--- src/soc_bus_pkg.sv ---
/*
 * Shared types and address map for the CPU data bus.
 * Byte address is 16 bits. Bits 15:12 pick the region and bits 1:0 are ignored.
 * Region 0 is the RAM, regions 1 to 14 hold register banks and region 15 is always unmapped.
 */
`default_nettype none

package soc_bus_pkg;

    typedef logic [31:0] word_t;
    typedef logic [15:0] addr_t;

    // All strobes low marks a read
    typedef logic [3:0] strb_t;

    // Held stable by the CPU until the ready pulse
    typedef struct packed {
        logic  valid;
        strb_t wstrb;
        addr_t address;
        word_t write_data;
    } bus_req_t;

    // Regions 1 to 14 are free for banks
    localparam int MAX_BANKS = 14;

    localparam logic [3:0] RAM_REGION = 4'd0;

    // Bank i decodes at region BANK_REGION_BASE + i
    localparam logic [3:0] BANK_REGION_BASE = 4'd1;

endpackage

`default_nettype wire

--- src/reg_bank.sv ---
/*
 * Small flip-flop register file used as a scratch and control peripheral.
 * Same access contract as cpu_ram: byte-strobed write, registered read of the old word.
 * Registers clear on reset. The offset wraps at 2**BANK_ADDR_BITS words.
 */
`default_nettype none

module reg_bank #(
    parameter int BANK_ADDR_BITS = 3
) (
    input  logic                  clk,
    input  logic                  reset,
    input  logic                  strobe,
    input  soc_bus_pkg::bus_req_t req,
    output soc_bus_pkg::word_t    read_data
);

    localparam int NUM_REGS = 2 ** BANK_ADDR_BITS;

    soc_bus_pkg::word_t regs [NUM_REGS];

    logic [BANK_ADDR_BITS-1:0] index;

    // Low word-address bits only
    assign index = req.address[BANK_ADDR_BITS+1:2];

    always_ff @(posedge clk) begin
        if (reset) begin
            for (int r = 0; r < NUM_REGS; r++) begin
                regs[r] <= '0;
            end
        end else if (strobe) begin
            for (int b = 0; b < 4; b++) begin
                if (req.wstrb[b]) begin
                    regs[index][b*8 +: 8] <= req.write_data[b*8 +: 8];
                end
            end
        end
    end

    // Captured on every access, held until the next one
    always_ff @(posedge clk) begin
        if (strobe) begin
            read_data <= regs[index];
        end
    end

endmodule

`default_nettype wire

--- config.mk ---
export PLATFORM = sky130hd
export DESIGN_NAME = reg_bank
export DESIGN_NICKNAME = d
export VERILOG_FILES = /design/src/soc_bus_pkg.sv /design/src/reg_bank.sv
export SDC_FILE = /design/constraint.sdc
export NUM_CORES = 1
export LEC_CHECK = 0
export BUFFER_PORTS_ARGS = -buffer_cell sky130_fd_sc_hd__buf_2
export CELL_PAD_IN_SITES_DETAIL_PLACEMENT = 1
export CELL_PAD_IN_SITES_GLOBAL_PLACEMENT = 2
export CORE_MARGIN = 2
export CORE_UTILIZATION = 45
export CTS_BUF_LIST = sky130_fd_sc_hd__clkbuf_8
export DETAILED_ROUTE_END_ITERATION = 8
export GPL_TIMING_DRIVEN = 1
export PLACE_DENSITY = 0.92
export SETUP_SLACK_MARGIN = 0.3
export SYNTH_ARGS = -nofsm -noshare
export SYNTH_HDL_FRONTEND = slang
export SYNTH_SLANG_ARGS = --single-unit
--- constraint.sdc ---
create_clock -name clk -period 3.4 [get_ports clk]
set_input_delay 0.51 -clock clk [delete_from_list [all_inputs] [get_ports clk]]
set_output_delay 0.51 -clock clk [all_outputs]
set_load 0.02 [all_outputs]
Word-level counts from Yosys, hierarchy flattened
Memory sizes are Yosys's and may differ from the RTL's. A register that Yosys moved wholly into a read port is not among the register bits.
Cells that the tools add are included.
- multiplexer cells: 21
- reductions and logical operators: 1
- operator list (operator ; count):
    $mux W32 ; 1
    $reduce_or A32 Y1 ; 1
    $mux W1 ; 18
    $mux W4 ; 1
    $mux W3 ; 1
- register bits after elaboration: 0
- memory bits (writable): 256
- bits of input ports: 56
- output and inout bits: 32
- word-level logic and storage cells: 23
- memories: 1
- memories (name ; words ; bits a word ; rd ports ; clocked after Yosys merged registers in ; write ports ; line ; RTL):
    regs ; 8 ; 32 ; 1 ; 1 ; 8 ; reg_bank.sv:20 ; soc_bus_pkg::word_t regs [NUM_REGS];

Depth between registers and ports, before layout
- depth in word-level cells: 6
- gate-level depth with buffers: 6
- gate-level depth less buffers: 3

Worst setup path after synthesis
Ideal clock, no wire load.
- path kind: input to register
- start point: in req[34] (netlist name)
- end point: mem regs[7][0] (netlist name), enable pin
- library setup time: 0.329 ns
- arrival time: 1.631 ns
- data required time: 3.071 ns
- slack: 1.439 ns
- stages on the path: 6
- path buffers: 3
- cell sequence: buf_6 buf_12 buf_4 nand2_1 nor2_1 or2_1
- RTL lines (element ; line ; RTL):
    start: declaration ; reg_bank.sv:14 ; input soc_bus_pkg::bus_req_t req,
    end: declaration ; reg_bank.sv:20 ;

==> results_dict.tcl <==
set metrics [dict create \
    p_per_area_mw_per_mm2 529 \
    yosysTopAreaCellShare 0.682 \
    globalRouteOverflowTotal 0 \
    stdcell_area_mm2 0.0144 \
    endpoint_kind "flip-flop" \
    cp.arrival_ns 2.49 \
    post-route-util 0.518 \
    first_iter_violations 528 \
    via_count 6999 \
    postCtsHoldBufs 0 \
    clock_sink_count 288 \
    clock_path_buffers 3 \
    cpPeakStageDelay_ns 0.66 \
    setup-violations-final 0 \
    cp.required_ns 3.64 \
    maxCapViolCount 0 \
    firstDrtPassIters 5 \
    avgViaCountPerCell 5.37 \
    clk_pin_slew_ns 0.06 \
    grt_usage 0.213 \
    rsz0062_at_grt "false" \
    core-area_mm2 0.0278 \
    worst_pin_slew_ns 0.838 \
    worstSetupPathType "in -> reg" \
    rows 61 \
    drc 0 \
    pwr-share-comb 0.075 \
    start_util 0.457 \
    seq_area_mm2 0.00865 \
    fmax_mhz 444 \
    ys_types 24 \
    setup_tns_ns 0 \
    drive_gt1_frac 0.283 \
    grt_pass1_wl_um 46300 \
    dieArea_mm2 0.0296 \
    synth_area_per_cell_um2 16.4 \
    async_flop_share 0 \
    crit_fanout 32 \
    p_sw_mw 1.76 \
    status "finished clean" \
    synthesis.nets 832 \
    antenna_found_initial 1 \
    critical-path-slowest-cell "nor2_1" \
    synthesis.area_mm2 0.0127 \
    synth_area_leaders "edfxtp_1 (68%), and2_1 (13%), mux4_2 (10%)" \
    power.total_mw 7.61 \
    hpwl_um 19200 \
    numCtsBuffers 48 \
    wl_um 29800 \
    synth_edf_count 288 \
    cts_tree "built" \
    grt_max_degree 41 \
    synth_flop_cell "edfxtp_1" \
    p_clk_frac 0.373 \
    post_cts_resized 0 \
    synth_seq_area_share 0.682 \
    cts-htree-levels 2 \
    slew_headroom 0.440 \
    placed_area_mm2 0.0135 \
    multiInputGateArea_mm2 0.00386 \
    p_seq_frac 0.552 \
    wire_per_inst_um 22.8 \
    die_w_um 172 \
    clockRootBuffer "clkbuf_8" \
    port_buffers 73 \
    skew_ns 0.0132 \
    hold_path_class "in -> reg" \
    syn_to_final_growth_pct 13.4 \
    post_cts_buffers 0 \
    nNetsFinal 949 \
    io_pins 88 \
    nFillCells 2734 \
    p_int_mw 5.85 \
    syn_inst 776 \
    drtAntennaViolNets 0 \
    startpoint_type "input pin" \
    ys_ff_latch 288 \
    ir_drop_mv 0.244 \
    diodes 0 \
    crit_chain "buf_2, nand4b_1, nor2_1, or2_2" \
    gp_congestion 0.734 \
    sw_frac_of_total 0.231 \
    clock_latency_ns 0.57 \
    die_h_um 172 \
    hold_violations 0 \
    yosys.area.top_type "edfxtp_1" \
    slew_viol_final 0 \
    synth_warnings 0 \
    power_leakage_nw 5.23 \
    period_needed_ns 2.25 \
    post-route-period-util 0.663 \
    grt_pass1_vias 7788 \
]
[cells in the final DEF (no fill, tap or decap), types with 5 or more instances in the layout]
| cell | Yosys | final |
|---|---|---|
| clkinv_1 | 0 | 10 |
| buf_4 | 3 | 24 |
| inv_1 | 2 | 17 |
| buf_2 | 8 | 72 |
| edfxtp_1 | 288 | 288 |
| nand2_1 | 38 | 38 |
| and2_1 | 256 | 256 |
| clkinv_2 | 0 | 5 |
| mux2_2 | 19 | 19 |
| or2_2 | 29 | 29 |
| nor2_1 | 33 | 33 |
| clkbuf_8 | 0 | 49 |
| mux4_2 | 59 | 59 |
[cell usage after synthesis (8+ instances only)]
cell type,instances
and2_1,256
buf_2,8
clkbuf_1,13
edfxtp_1,288
mux2_2,19
mux4_2,59
nand2_1,38
nor2_1,33
or2_2,29
[metrics by stage]
| stage | instances | setup WS, ns | hold WS [ns] |
|---|---|---|---|
| 5_1_grt | 1304 | 1.08 | 0.307 |
| 3_3_place_gp | 1221 | 0.649 | 0.717 |
| 6_report | 1304 | 1.15 | 0.303 |
| 2_1_floorplan | 776 | 1.44 | 0.622 |
| 4_1_cts | 1304 | 1.18 | 0.286 |
| 3_5_place_dp | 1221 | 0.597 | 0.726 |
[power groups by stage]
stage / Clock (mW) / Sequential (mW) / Combinational (mW)
after floorplan: 0 / 4.29 / 0.327
after global placement: 0 / 4.25 / 0.563
after detailed placement: 0 / 4.28 / 0.580
final: 2.84 / 4.20 / 0.572
after global routing: 3.05 / 4.22 / 0.619
after CTS: 2.90 / 4.20 / 0.584
[cells by family (layout without fill, tap and decap cells)]
| logic type | Yosys count | in the layout | synth area share |
|---|---|---|---|
| and+or+nand+nor | 371 | 371 | 0.171 |
| DFF | 288 | 288 | 0.682 |
| AOI/OAI and AO/OA | 3 | 3 | 0.00187 |
| buffers and inverters | 31 | 181 | 0.0146 |
| muxes | 83 | 83 | 0.131 |
[worst max-delay path: cells and delay by family]
| family | cells | cell delay, ns |
|---|---|---|
| buf+inv | 1 | 0.62 |
| simple gates | 3 | 1.33 |
[final timing paths]
check	slack, ns	from	to	cells past startpoint
setup reg to reg	1.96	regs[3][12]$_SDFFCE_PN0P_	read_data[12]$_DFFE_PP_	2
hold / removal	0.30	req[31]	regs[4][31]$_SDFFCE_PN0P_	2
hold reg to reg	0.74	regs[6][10]$_SDFFCE_PN0P_	read_data[10]$_DFFE_PP_	3
setup / recovery	1.15	req[36]	regs[4][23]$_SDFFCE_PN0P_	4
[metal layers]
metal / part of all wire / wire, µm / vias to the layer above / track usage
met3: 0.057 / 1700 / 70 / 0.0387
li1: - / - / 3096 / -
met1: 0.40 / 11800 / 3607 / 0.268
met5: 0.00040 / 12 / - / 0
met2: 0.52 / 15500 / 224 / 0.376
met4: 0.023 / 688 / 2 / 0.0661
[registers in the layout, indices dropped and copies added, names as in the netlist]
register,flops
regs,256
read_data,32
[cell type report]
type,count,area share
inverters,2,0.000522
well taps,378,0.0329
clock inverters,34,0.0135
flip-flops and latches,288,0.601
clock buffers,49,0.0469
multi-input cells,457,0.268
repair buffers,96,0.0376
(Power assumes the default switching activity.)
