==> config.mk <==
export PLATFORM = sky130hd
export DESIGN_NAME = address_decoder
export DESIGN_NICKNAME = d
export VERILOG_FILES = /design/src/soc_bus_pkg.sv /design/src/address_decoder.sv
export SDC_FILE = /design/constraint.sdc
export NUM_CORES = 1
export LEC_CHECK = 0
export ABC_AREA = 1
export BUFFER_PORTS_ARGS = -buffer_cell sky130_fd_sc_hd__buf_2
export CORE_AREA = 2 2 39 41
export DETAILED_ROUTE_END_ITERATION = 16
export DIE_AREA = 0 0 41 43
export GPL_ROUTABILITY_DRIVEN = 0
export SKIP_LAST_GASP = 1
export SLEW_MARGIN = 20
export SYNTH_ARGS = -nofsm -noshare
export SYNTH_HDL_FRONTEND = slang
export SYNTH_SLANG_ARGS = --single-unit
export TNS_END_PERCENT = 50
==> constraint.sdc <==
create_clock -name vclk -period 0.8
set_input_delay 0.08 -clock vclk [all_inputs]
set_output_delay 0.08 -clock vclk [all_outputs]
set_load 0.01 [all_outputs]
==> src/soc_bus_pkg.sv <==
/*
 * Shared types and address map for the CPU data bus.
 * Byte address is 16 bits. Bits 15:12 pick the region and bits 1:0 are ignored.
 * Region 0 is the RAM, regions 1 to 14 hold register banks and region 15 is always unmapped.
 */
`default_nettype none

package soc_bus_pkg;

    typedef logic [31:0] word_t;
    typedef logic [15:0] addr_t;

    // All strobes low marks a read
    typedef logic [3:0] strb_t;

    // Held stable by the CPU until the ready pulse
    typedef struct packed {
        logic  valid;
        strb_t wstrb;
        addr_t address;
        word_t write_data;
    } bus_req_t;

    // Regions 1 to 14 are free for banks
    localparam int MAX_BANKS = 14;

    localparam logic [3:0] RAM_REGION = 4'd0;

    // Bank i decodes at region BANK_REGION_BASE + i
    localparam logic [3:0] BANK_REGION_BASE = 4'd1;

endpackage

`default_nettype wire

==> src/address_decoder.sv <==
/*
 * Turns a CPU request into one-hot slot strobes.
 * Strobes only fire on a fresh request, i.e. valid high while mem_ready is low,
 * so a request held through its ready cycle is not issued twice.
 * Any region without a slot goes to unmapped_strobe.
 */
`default_nettype none

module address_decoder #(
    parameter int NUM_BANKS = 4
) (
    input  soc_bus_pkg::bus_req_t req,
    input  logic                  mem_ready,
    output logic                  ram_strobe,
    output logic [NUM_BANKS-1:0]  bank_strobe,
    output logic                  unmapped_strobe
);

    logic                 fresh;
    logic [3:0]           region;
    logic                 ram_hit;
    logic [NUM_BANKS-1:0] bank_hit;

    assign fresh  = req.valid && !mem_ready;
    assign region = req.address[15:12];

    assign ram_hit = (region == soc_bus_pkg::RAM_REGION);

    // One comparator per bank region
    genvar i;
    generate
        for (i = 0; i < NUM_BANKS; i++) begin : g_bank_hit
            assign bank_hit[i] = (region == 4'(soc_bus_pkg::BANK_REGION_BASE + i));
        end
    endgenerate

    assign ram_strobe  = fresh && ram_hit;
    assign bank_strobe = fresh ? bank_hit : '0;

    // Nothing matched, still completes with a ready pulse
    assign unmapped_strobe = fresh && !ram_hit && !(|bank_hit);

endmodule

`default_nettype wire

## After elaboration in Yosys (flattened, before gate mapping)

Index checks and enable logic that the tools add are counted.
Widths: inputs -> output; s select.

- Input bits: 54
- Register bits: 0
- Logic and storage cells: 14

- Multiplexer cells: 1
- Equality and inequality tests: 4
- Reduce and logical (&&, ||, !) cells: 9

Operators with widths:

| operator | number |
|---|---|
| $eq 4x2->1 const B | 2 |
| $eq 4x1->1 const B | 1 |
| $eq 4x3->1 const B | 1 |
| $logic_and 1x1->1 | 4 |
| $logic_not 4->1 | 1 |
| $mux 4 | 1 |
| $reduce_or 4->1 | 1 |
| $logic_not 1->1 | 3 |

## Longest topological paths before layout

- Word-level depth: 4
- Gate-level depth with buffers: 4
- Gate-level depth less buffers: 4

## Worst setup path before layout

Ideal clock, no wire load.

- Path type: input to output
- Start point: in req[52] (netlist bit)
- End point: out bank_strobe[0]
- Arrival: 449 ps
- Buffers on the path: 0
- Stages: 4
- Setup slack: 271 ps
- Cell sequence: inv_1 nor2_4 nand2_2 nor2_1

- Cells in the longest elaborated chain, start to end: 2

RTL lines:

| element | RTL line | text |
|---|---|---|
| from (decl) | address_decoder.sv:12 | `input soc_bus_pkg::bus_req_t req,` |
| $logic_and 1x1->1 | address_decoder.sv:24 | `assign fresh = req.valid && !mem_ready;` |
| $mux 4 | address_decoder.sv:38 | `assign bank_strobe = fresh ? bank_hit : '0;` |
| to (decl) | address_decoder.sv:15 | `output logic [NUM_BANKS-1:0] bank_strobe,` |

No other way between the ends.

## Worst setup path in the final report

- Start point: in req[47] (netlist bit)
- End point: out bank_strobe[2]

- Cells in the longest elaborated chain, start to end: 2

RTL lines:

| element | RTL line | text |
|---|---|---|
| $eq 4x2->1 | address_decoder.sv:33 | `assign bank_hit[i] = (region == 4'(soc_bus_pkg::BANK_REGION_BASE + i));` |
| $mux 4 | address_decoder.sv:38 |  |

No other way between the ends.

==> insert_results.sql <==
INSERT INTO impl_metrics (metric_group, metric, value, unit) VALUES
('floorplanning', 'design.core.area', '0.001384', 'mm^2'),
('layout', 'num-clock-buffers', '0', ''),
('floorplanning', 'floorplan.io_pins', '60', ''),
('clocking', 'number_of_hold_buffers_added_after_cts', '0', ''),
('sta', 'relative_slew_slack', '0.9249', ''),
('route', 'detail_route.wl_per_cell', '5.722', 'um'),
('sta', 'fin_worst_hold_slack', '490.6', 'ps'),
('yosys', 'post_synth_and_or_nand_nor_area_fraction', '0.7955', ''),
('yosys', 'synth_fa_ha_area_frac', '0', ''),
('power', 'ir_worst_vdd', '0.0001061', 'V'),
('run', 'max-cap-violations', '0', ''),
('sta', 'final_max_slew_viol_count', '0', ''),
('global_routing', 'first_global_vias', '140', ''),
('yosys', 'syn-num-nets', '80', ''),
('route', 'vias_per_cell', '3.204', ''),
('route', 'detail_route.wirelength', '309', 'um'),
('yosys', 'synth.distinct_cells', '6', ''),
('layout', 'mostFrequentLayoutCells', 'sky130_fd_sc_hd__buf_2, sky130_fd_sc_hd__nor2_1, sky130_fd_sc_hd__nand2_1', ''),
('global_routing', 'grt_antenna_before_repair', '0', ''),
('setup_path', 'worst_setup_path_end_kind', 'primary output', ''),
('yosys', 'synth_top_family_by_area', 'simple AND/OR/NAND/NOR gates', ''),
('sta', 'final_clock_period_utilization_by_the_worst_path', '0.8766', ''),
('status', 'run_status', 'finished clean', ''),
('setup_path', 'worst_setup_path_start_kind', 'input port', ''),
('layout', 'finalNetCount', '94', ''),
('floorplanning', 'die_area', '0.001763', 'mm^2'),
('global_routing', 'globalRouteTotalUtil', '0.03796', ''),
('floorplanning', 'die_height', '43', 'um'),
('sta', 'fmax', '1.426', 'GHz'),
('worst_hold_path', 'holdCritPathClass', 'input port to primary output', ''),
('sta', 'max_slew.worst_pin.slew', '112.2', 'ps'),
('sta', 'setup_violations', '0', ''),
('layout', 'sequential_cell_area', '0', 'um^2'),
('layout', 'mostFrequentLayoutCell', 'sky130_fd_sc_hd__buf_2', ''),
('placement', 'detailedPlacementHpwl', '290.7', 'um'),
('power', 'pwr_density_cell', '337.4', 'mW/mm^2'),
('route', 'remaining_drc_errors', '0', ''),
('global_routing', 'largest_net_degree_at_the_start_of_global_routing', '5', ''),
('sta', 'setup_repair_after_global_routing_missed_its_margin', 'no', ''),
('layout', 'share_of_cells_above_drive_strength_1', '0.4211', ''),
('layout', 'flops_and_latches', '0', ''),
('route', 'ant_nets', '0', ''),
('yosys', 'yosys.area_share.xor_xnor', '0', ''),
('route', 'num_vias', '173', ''),
('layout', 'antennaDiodeCount', '0', ''),
('power', 'leakagePower', '0.1205', 'nW'),
('placement', 'io_buffers', '12', ''),
('floorplanning', 'dieWidth', '41', 'um'),
('layout', 'synthToLayoutAreaGrowth', '72.73', '%'),
('global_routing', 'global_route_wire_length_before_repair', '503', 'um'),
('setup_path', 'critPathRequiredTime', '720', 'ps'),
('yosys', 'synth_area_per_cell', '4.235', 'um^2'),
('floorplanning', 'num_rows', '14', ''),
('yosys', 'synth_cells', '26', ''),
('global_routing', 'grt_overflow', '0', ''),
('setup_path', 'timing.critical_path.fanout_max', '4', ''),
('sta', 'setup_slack', '98.76', 'ps'),
('placement', 'place_worst_setup_slack', '92.17', 'ps'),
('yosys', 'synth.area.mux_share', '0', ''),
('sta', 'finalSetupTns', '0', 'ps'),
('sta', 'final_period_minus_worst_setup_slack', '701.2', 'ps'),
('clocking', 'cts-resized-gates', '0', ''),
('route', 'firstDrtPassIters', '2', ''),
('setup_path', 'critical_path_arrival', '620', 'ps'),
('yosys', 'area_of_the_mapped_netlist', '110.1', 'um^2'),
('setup_path', 'timing.setup.critical_path_class', 'input port to primary output', ''),
('yosys', 'seq_area_frac_synth', '0', ''),
('sta', 'report.final.hold_viol_count', '0', ''),
('yosys', 'synth-compound-area-share', '0', ''),
('clocking', 'cts_post_setup_buffers_inserted', '0', ''),
('floorplanning', 'start_util', '0.07957', ''),
('yosys', 'synth_warnings', '0', ''),
('route', 'initialDrtViolationCount', '1', '');
==> metal layers <==
metal  up-vias  global-route usage  part of all wire
li1         97                   -                 -
met1        64             0.06646              0.51
met2        12             0.05313              0.29
met3         0                   0              0.19
met4         0                   0                 0
met5         -                   0                 0
==> logic make-up after synthesis <==
family / after synthesis
and+or+nand+nor: 20
buffers and inverters: 6
==> through the flow <==
| step | power [mW] | utilization | area [um^2] | std cells |
|---|---|---|---|---|
| floorplan | 0.03407 | - | 110.1 | 26 |
| global placement | 0.06236 | 0.1374 | 190.2 | 54 |
| detailed placement | 0.06477 | 0.1374 | 190.2 | 54 |
| CTS | 0.06506 | 0.1374 | 190.2 | 54 |
| global route | 0.07360 | 0.1374 | 190.2 | 54 |
| finish | 0.06416 | 0.1374 | 190.2 | 54 |
==> synth_stat cells (all sizes together) <==
cell type  instances  share of area
inv                6           0.20
nand2              9           0.35
nor2              11           0.44
==> worst max-delay path, cell delays in order <==
cell                      delay, ps
sky130_fd_sc_hd__buf_2          110
sky130_fd_sc_hd__nor2_1         120
sky130_fd_sc_hd__nand2_2         90
sky130_fd_sc_hd__nor2_1          90
sky130_fd_sc_hd__buf_2          130
==> path summary, 6_finish.rpt <==
check                from              to  slack [ps]  cells past startpoint
setup / recovery  req[47]  bank_strobe[2]         100                      5
hold / removal    req[45]  bank_strobe[2]         490                      4
==> area by class of cell <==
class                           instances  area [um^2]
Multi-Input combinational cell         20        87.58
Timing Repair Buffer                   12        60.06
Fill cell                             162         1194
Tap cell                               16        20.02
Inverter                                6        22.52
==> power by group <==
| part | switching, mW | internal (mW) | total (mW) |
|---|---|---|---|
| clock | 0 | 0 | 0 |
| sequential | 0 | 0 | 0 |
| combinational | 0.0376 | 0.0266 | 0.0642 |
No activity file was read; power rests on OpenSTA's default activity.
