File: config.mk
export PLATFORM = sky130hd
export DESIGN_NAME = bus_arbiter
export DESIGN_NICKNAME = d
export VERILOG_FILES = /design/src/soc_bus_pkg.sv /design/src/bus_arbiter.sv
export SDC_FILE = /design/constraint.sdc
export NUM_CORES = 1
export LEC_CHECK = 0
export BUFFER_PORTS_ARGS = -buffer_cell sky130_fd_sc_hd__buf_4
export CORE_AREA = 2 2 79 81
export DETAILED_ROUTE_END_ITERATION = 10
export DIE_AREA = 0 0 81 83
export SYNTH_ARGS = -nofsm -noshare
export SYNTH_HDL_FRONTEND = slang
export SYNTH_SLANG_ARGS = --single-unit
File: constraint.sdc
create_clock -name clk -period 1.6 [get_ports clk]
set_input_delay 0.24 -clock clk [delete_from_list [all_inputs] [get_ports clk]]
set_output_delay 0.24 -clock clk [all_outputs]
set_load 0.05 [all_outputs]
File: src/soc_bus_pkg.sv
/*
 * Shared types and address map for the CPU data bus.
 * Byte address is 16 bits. Bits 15:12 pick the region and bits 1:0 are ignored.
 * Region 0 is the RAM, regions 1 to 14 hold register banks and region 15 is always unmapped.
 */
`default_nettype none

package soc_bus_pkg;

    typedef logic [31:0] word_t;
    typedef logic [15:0] addr_t;

    // All strobes low marks a read
    typedef logic [3:0] strb_t;

    // Held stable by the CPU until the ready pulse
    typedef struct packed {
        logic  valid;
        strb_t wstrb;
        addr_t address;
        word_t write_data;
    } bus_req_t;

    // Regions 1 to 14 are free for banks
    localparam int MAX_BANKS = 14;

    localparam logic [3:0] RAM_REGION = 4'd0;

    // Bank i decodes at region BANK_REGION_BASE + i
    localparam logic [3:0] BANK_REGION_BASE = 4'd1;

endpackage

`default_nettype wire

File: src/bus_arbiter.sv
/*
 * Completes every CPU access with a registered single-cycle ready pulse.
 * Read data is muxed combinationally from the slot strobed on the previous edge.
 * Single clock only. An unmapped access reads as zero.
 */
`default_nettype none

module bus_arbiter #(
    parameter int NUM_BANKS = 4
) (
    input  logic                 clk,
    input  logic                 reset,
    input  logic                 ram_strobe,
    input  logic [NUM_BANKS-1:0] bank_strobe,
    input  logic                 unmapped_strobe,
    input  soc_bus_pkg::word_t   ram_read_data,
    input  soc_bus_pkg::word_t   bank_read_data [NUM_BANKS],
    output logic                 mem_ready,
    output soc_bus_pkg::word_t   read_data
);

    logic                 any_strobe;
    logic                 ram_sel_q;
    logic [NUM_BANKS-1:0] bank_sel_q;

    assign any_strobe = ram_strobe || (|bank_strobe) || unmapped_strobe;

    // Ready follows any strobe by one edge
    always_ff @(posedge clk) begin
        if (reset) begin
            mem_ready <= 1'b0;
        end else begin
            mem_ready <= any_strobe;
        end
    end

    // Which slot answers this access, all clear when unmapped
    always_ff @(posedge clk) begin
        if (reset) begin
            ram_sel_q  <= 1'b0;
            bank_sel_q <= '0;
        end else if (any_strobe) begin
            ram_sel_q  <= ram_strobe;
            bank_sel_q <= bank_strobe;
        end
    end

    // One-hot AND-OR mux, zero by default
    always_comb begin
        read_data = '0;
        if (mem_ready) begin
            read_data = {32{ram_sel_q}} & ram_read_data;
            for (int i = 0; i < NUM_BANKS; i++) begin
                read_data = read_data | ({32{bank_sel_q[i]}} & bank_read_data[i]);
            end
        end
    end

endmodule

`default_nettype wire

Word level (Yosys, flattened, before mapping). Index checks and enable logic that the tools add are counted.

Multiplexer cells: 1. Bitwise gates (word level): 9. Reductions and logical operators: 3.

Operators with widths (number): bitwise AND 32 bit (5); bitwise OR 32 bit (4); 2-to-1 mux 32 bit (1); OR reduction 4 bit (1); logical OR 1 bit (2).

Register bits after elaboration: 6. Bits of input ports: 168. Logic and storage cells: 16.

Logic depth before layout (Yosys ltp).
Word-level depth: 6. Mapped depth: 4. Mapped depth without buffers: 3.

Worst setup path before layout. OpenSTA, ideal clock, no wires.

Path type: register -> output. Start point: reg mem_ready. End point: out read_data[10]. Arrival time: 1.740 ns. Slack: -0.380 ns. Stages on the path, launching flop included: 3. Path buffers: 1. Path through: dfxtp_1 clkbuf_1 a21boi_1.

Cells in the longest elaborated chain, start to end: 1.

Ends and longest elaborated chain: from (decl) (RTL line bus_arbiter.sv:18) `output logic mem_ready,`; from (signal assigned) (RTL line bus_arbiter.sv:33) `mem_ready <= any_strobe;`; 2-to-1 mux 32 bit (RTL line bus_arbiter.sv:51) `if (mem_ready) begin`; to (decl) (RTL line bus_arbiter.sv:19) `output soc_bus_pkg::word_t read_data`.

Every way passes these cells.

Final worst setup path.
Start point: reg ram_sel_q. End point: out read_data[14].

Cells in the longest elaborated chain, start to end: 6.

Ends and longest elaborated chain: from (decl) (RTL line bus_arbiter.sv:23) `logic ram_sel_q;`; from (signal assigned) (RTL line bus_arbiter.sv:43) `ram_sel_q <= ram_strobe;`; bitwise AND 32 bit (RTL line bus_arbiter.sv:52) `read_data = {32{ram_sel_q}} & ram_read_data;`; bitwise OR 32 bit (4 in a row) (RTL line bus_arbiter.sv:54) `read_data = read_data | ({32{bank_sel_q[i]}} & bank_read_data[i]);`; 2-to-1 mux 32 bit (RTL line bus_arbiter.sv:51).

Every way passes these cells.

==> impl_metrics.env <==
export IMPL_fmax_ghz=0.579
export IMPL_finalCoreUtilization=0.530
export IMPL_dpl_worst_slack_ns=0.0575
export IMPL_worstHoldPathCells=2
export IMPL_die_area_um2=6720
export IMPL_postRouteAntennaNets=0
export IMPL_grtUsageTotal=0.205
export IMPL_total_via_count_after_detailed_routing=2198
export IMPL_normalized_max_slew_margin=0.649
export IMPL_vias_in_the_first_global_route=2169
export IMPL_cp_required_ns=1.36
export IMPL_critical_path_n_buffers_inverters=2
export IMPL_maxCapViolCount=0
export IMPL_grt_max_degree=29
export IMPL_chipWidth_um=81
export IMPL_clk_root_buf="clkbuf_8"
export IMPL_global_route_wire_length_before_repair_um=11000
export IMPL_gp_congestion=0.776
export IMPL_seq_area_frac_synth=0.101
export IMPL_top_fanout_value_on_the_critical_path=6
export IMPL_clkSlewWorstSetupHoldPaths_ns=0.04
export IMPL_ctsLongestPathBuffers=2
export IMPL_post_cts_setup_buffer_count=0
export IMPL_vdd_ir_drop_worst_v=0.000304
export IMPL_wl_per_cell_um=18.6
export IMPL_synthesis_nets=311
export IMPL_dr_first_iter_drc_count=197
export IMPL_cts_htree_levels=1
export IMPL_post_route_min_period_ns=1.73
export IMPL_cp_cell_sequence="buf_6 > a222oi_1 > a21boi_4 > buf_6"
export IMPL_fin_worst_skew_ns=0
export IMPL_power_leakage_nw=1.44
export IMPL_setup_repair_after_global_routing_missed_its_margin="yes"
export IMPL_io_buffer_count=200
export IMPL_max_slew_worst_pin_slew_ns=0.527
export IMPL_drc=0
export IMPL_power_density_nw_per_um2=482
export IMPL_synthToLayoutAreaGrowth_pct=159
export IMPL_clkLatencyLatePin_ns=0.22
export IMPL_reg2reg_depth=4
export IMPL_worstSetupPathDepth=4
export IMPL_ios=201
export IMPL_initial_core_util=0.204
export IMPL_layout_setup_ws_ns=-0.128
export IMPL_hold_buffers=0
export IMPL_tritoncts="yes"
export IMPL_hpwlAfterDp_um=6060
export IMPL_netlist_cell_type_count=15
export IMPL_status="finished, violations left"
export IMPL_n_antenna_cell=0
export IMPL_drive_above_1_share=0.744
export IMPL_final_number_of_hold_violating_endpoints=0
export IMPL_gr_total_overflow=0
export IMPL_worstSetupStartpointType="flip-flop"
export IMPL_final_nets=506
export IMPL_first_pass_iters=7
export IMPL_postSynthAreaPerCell_um2=8.31
export IMPL_worst_setup_end_kind="output port"
export IMPL_core_area_um2=5820
export IMPL_critPathSlowestCell="a222oi_1"
export IMPL_vias_per_cell=5.35
export IMPL_die_h_um=83
export IMPL_post_synth_inst_count=143
export IMPL_arrival_ns=1.49
export IMPL_syn_cell_area_um2=1190
export IMPL_layout_worst_path_cycle_share=1.08
export IMPL_setup_viol=7
export IMPL_placedInstanceArea_um2=2910
export IMPL_fin_area_um2=3080
export IMPL_cts_num_sinks=6
export IMPL_grt_antenna_before_repair=0
export IMPL_worst_path_largest_cell_delay_ns=0.52
export IMPL_rows=28
export IMPL_ys_seq_elements=6
export IMPL_postRouteWirelength_um=7650
export IMPL_final_max_slew_violation_count=0
export IMPL_hold_slack_ns=0.221
export IMPL_failed_checks="setup timing"
export IMPL_min_path_type="input pin to flip-flop"
export IMPL_timing_critical_path_max_delay_family="compound AO/OA/AOI/OAI gates"
export IMPL_cts_inserted_buffers=3
export IMPL_critical_path_most_common_cell="buf_6"
export IMPL_ys_warnings_count=0
export IMPL_path_class="flip-flop to output port"
==> cells by family (layout without fill, tap and decap cells) <==
kind of cell / Yosys count / count (layout) / synth area share
compound gates: 102 / 102 / 0.702
buf+inv: 24 / 217 / 0.139
simple gates: 11 / 11 / 0.0579
flops: 6 / 6 / 0.101
==> worst register-to-register path, delay by kind of cell, from the launching register on <==
| family | cells | cell delay [ns] |
|---|---|---|
| buffers and inverters | 1 | 0.23 |
| AOI/OAI and AO/OA | 1 | 0.09 |
| DFF | 1 | 0.32 |
| and+or+nand+nor | 2 | 0.30 |
==> worst paths after layout <==
kind / startpoint / endpoint / slack, ns
worst min register to register: ram_sel_q / ram_sel_q / 0.68
worst max-delay path: ram_sel_q / read_data[14] / -0.13
worst min-delay path: reset / ram_sel_q / 0.22
worst max register to register: bank_sel_q[2] / bank_sel_q[2] / 0.61
==> per-stage QoR <==
stage	std cells	TNS [ns]	total power, mW
floorplan	143	0	0.720
global placement	407	0	1.20
detailed placement	407	0	1.21
CTS	411	-0.786	1.48
global route	411	-2.21	1.56
finish	411	-0.379	1.49
==> placed cells by master, fill, tap and decap left out, types with 2 or more instances in the layout <==
master,Yosys,layout
dfxtp_1,6,4
a31oi_1,3,3
buf_4,0,175
a22oi_1,32,32
a21boi_4,0,5
nor2_1,6,6
a222oi_1,32,32
a21oi_1,3,3
clkbuf_8,0,3
buf_6,8,34
dfxtp_2,0,2
buf_12,0,3
a21boi_2,0,26
nor3_1,2,2
==> state kept, by name, indices dropped and copies added (netlist names) <==
name / count
mem_ready: 1
bank_sel_q: 4
ram_sel_q: 1
==> synth_stat cells <==
library cell,n,area share
a31oi_1,3,0.016
a222oi_1,32,0.27
nor3_1,2,0.0084
a22oi_1,32,0.20
buf_6,8,0.076
a21oi_1,3,0.013
a21boi_1,32,0.20
buf_2,12,0.051
clkbuf_1,3,0.0095
inv_1,1,0.0032
nand3b_1,1,0.0063
nor4_4,1,0.018
dfxtp_1,6,0.10
nor2_1,6,0.019
nor3b_1,1,0.0063
==> cell type report <==
class | count | area, µm²
fill | 569 | 2740
timing repair buffer | 213 | 1760
multi-input combinational | 113 | 1060
sequential | 6 | 123
tap | 75 | 93.8
clock buffer | 3 | 41.3
inverter | 1 | 3.75
==> metal layers <==
layer | vias to the layer above | share of wire | GRT usage
met5 | - | 0 | 0
met4 | 0 | 0.024 | 0.0632
met3 | 14 | 0.11 | 0.0500
met2 | 134 | 0.50 | 0.364
met1 | 1018 | 0.37 | 0.238
li1 | 1032 | - | -
==> timing repair <==
action                     CTS  global route
resized for setup           29             6
pin swaps                   26            29
setup endpoints to repair   27            32
gates cloned                 1             0
==> power by group <==
group | leakage (nW) | switching, mW | total (mW) | internal [mW]
combinational | 1.36 | 0.542 | 1.10 | 0.555
clock | 0.0216 | 0.0588 | 0.220 | 0.161
sequential | 0.0504 | 0.00938 | 0.169 | 0.160
Power figures use the tool's default switching activity.
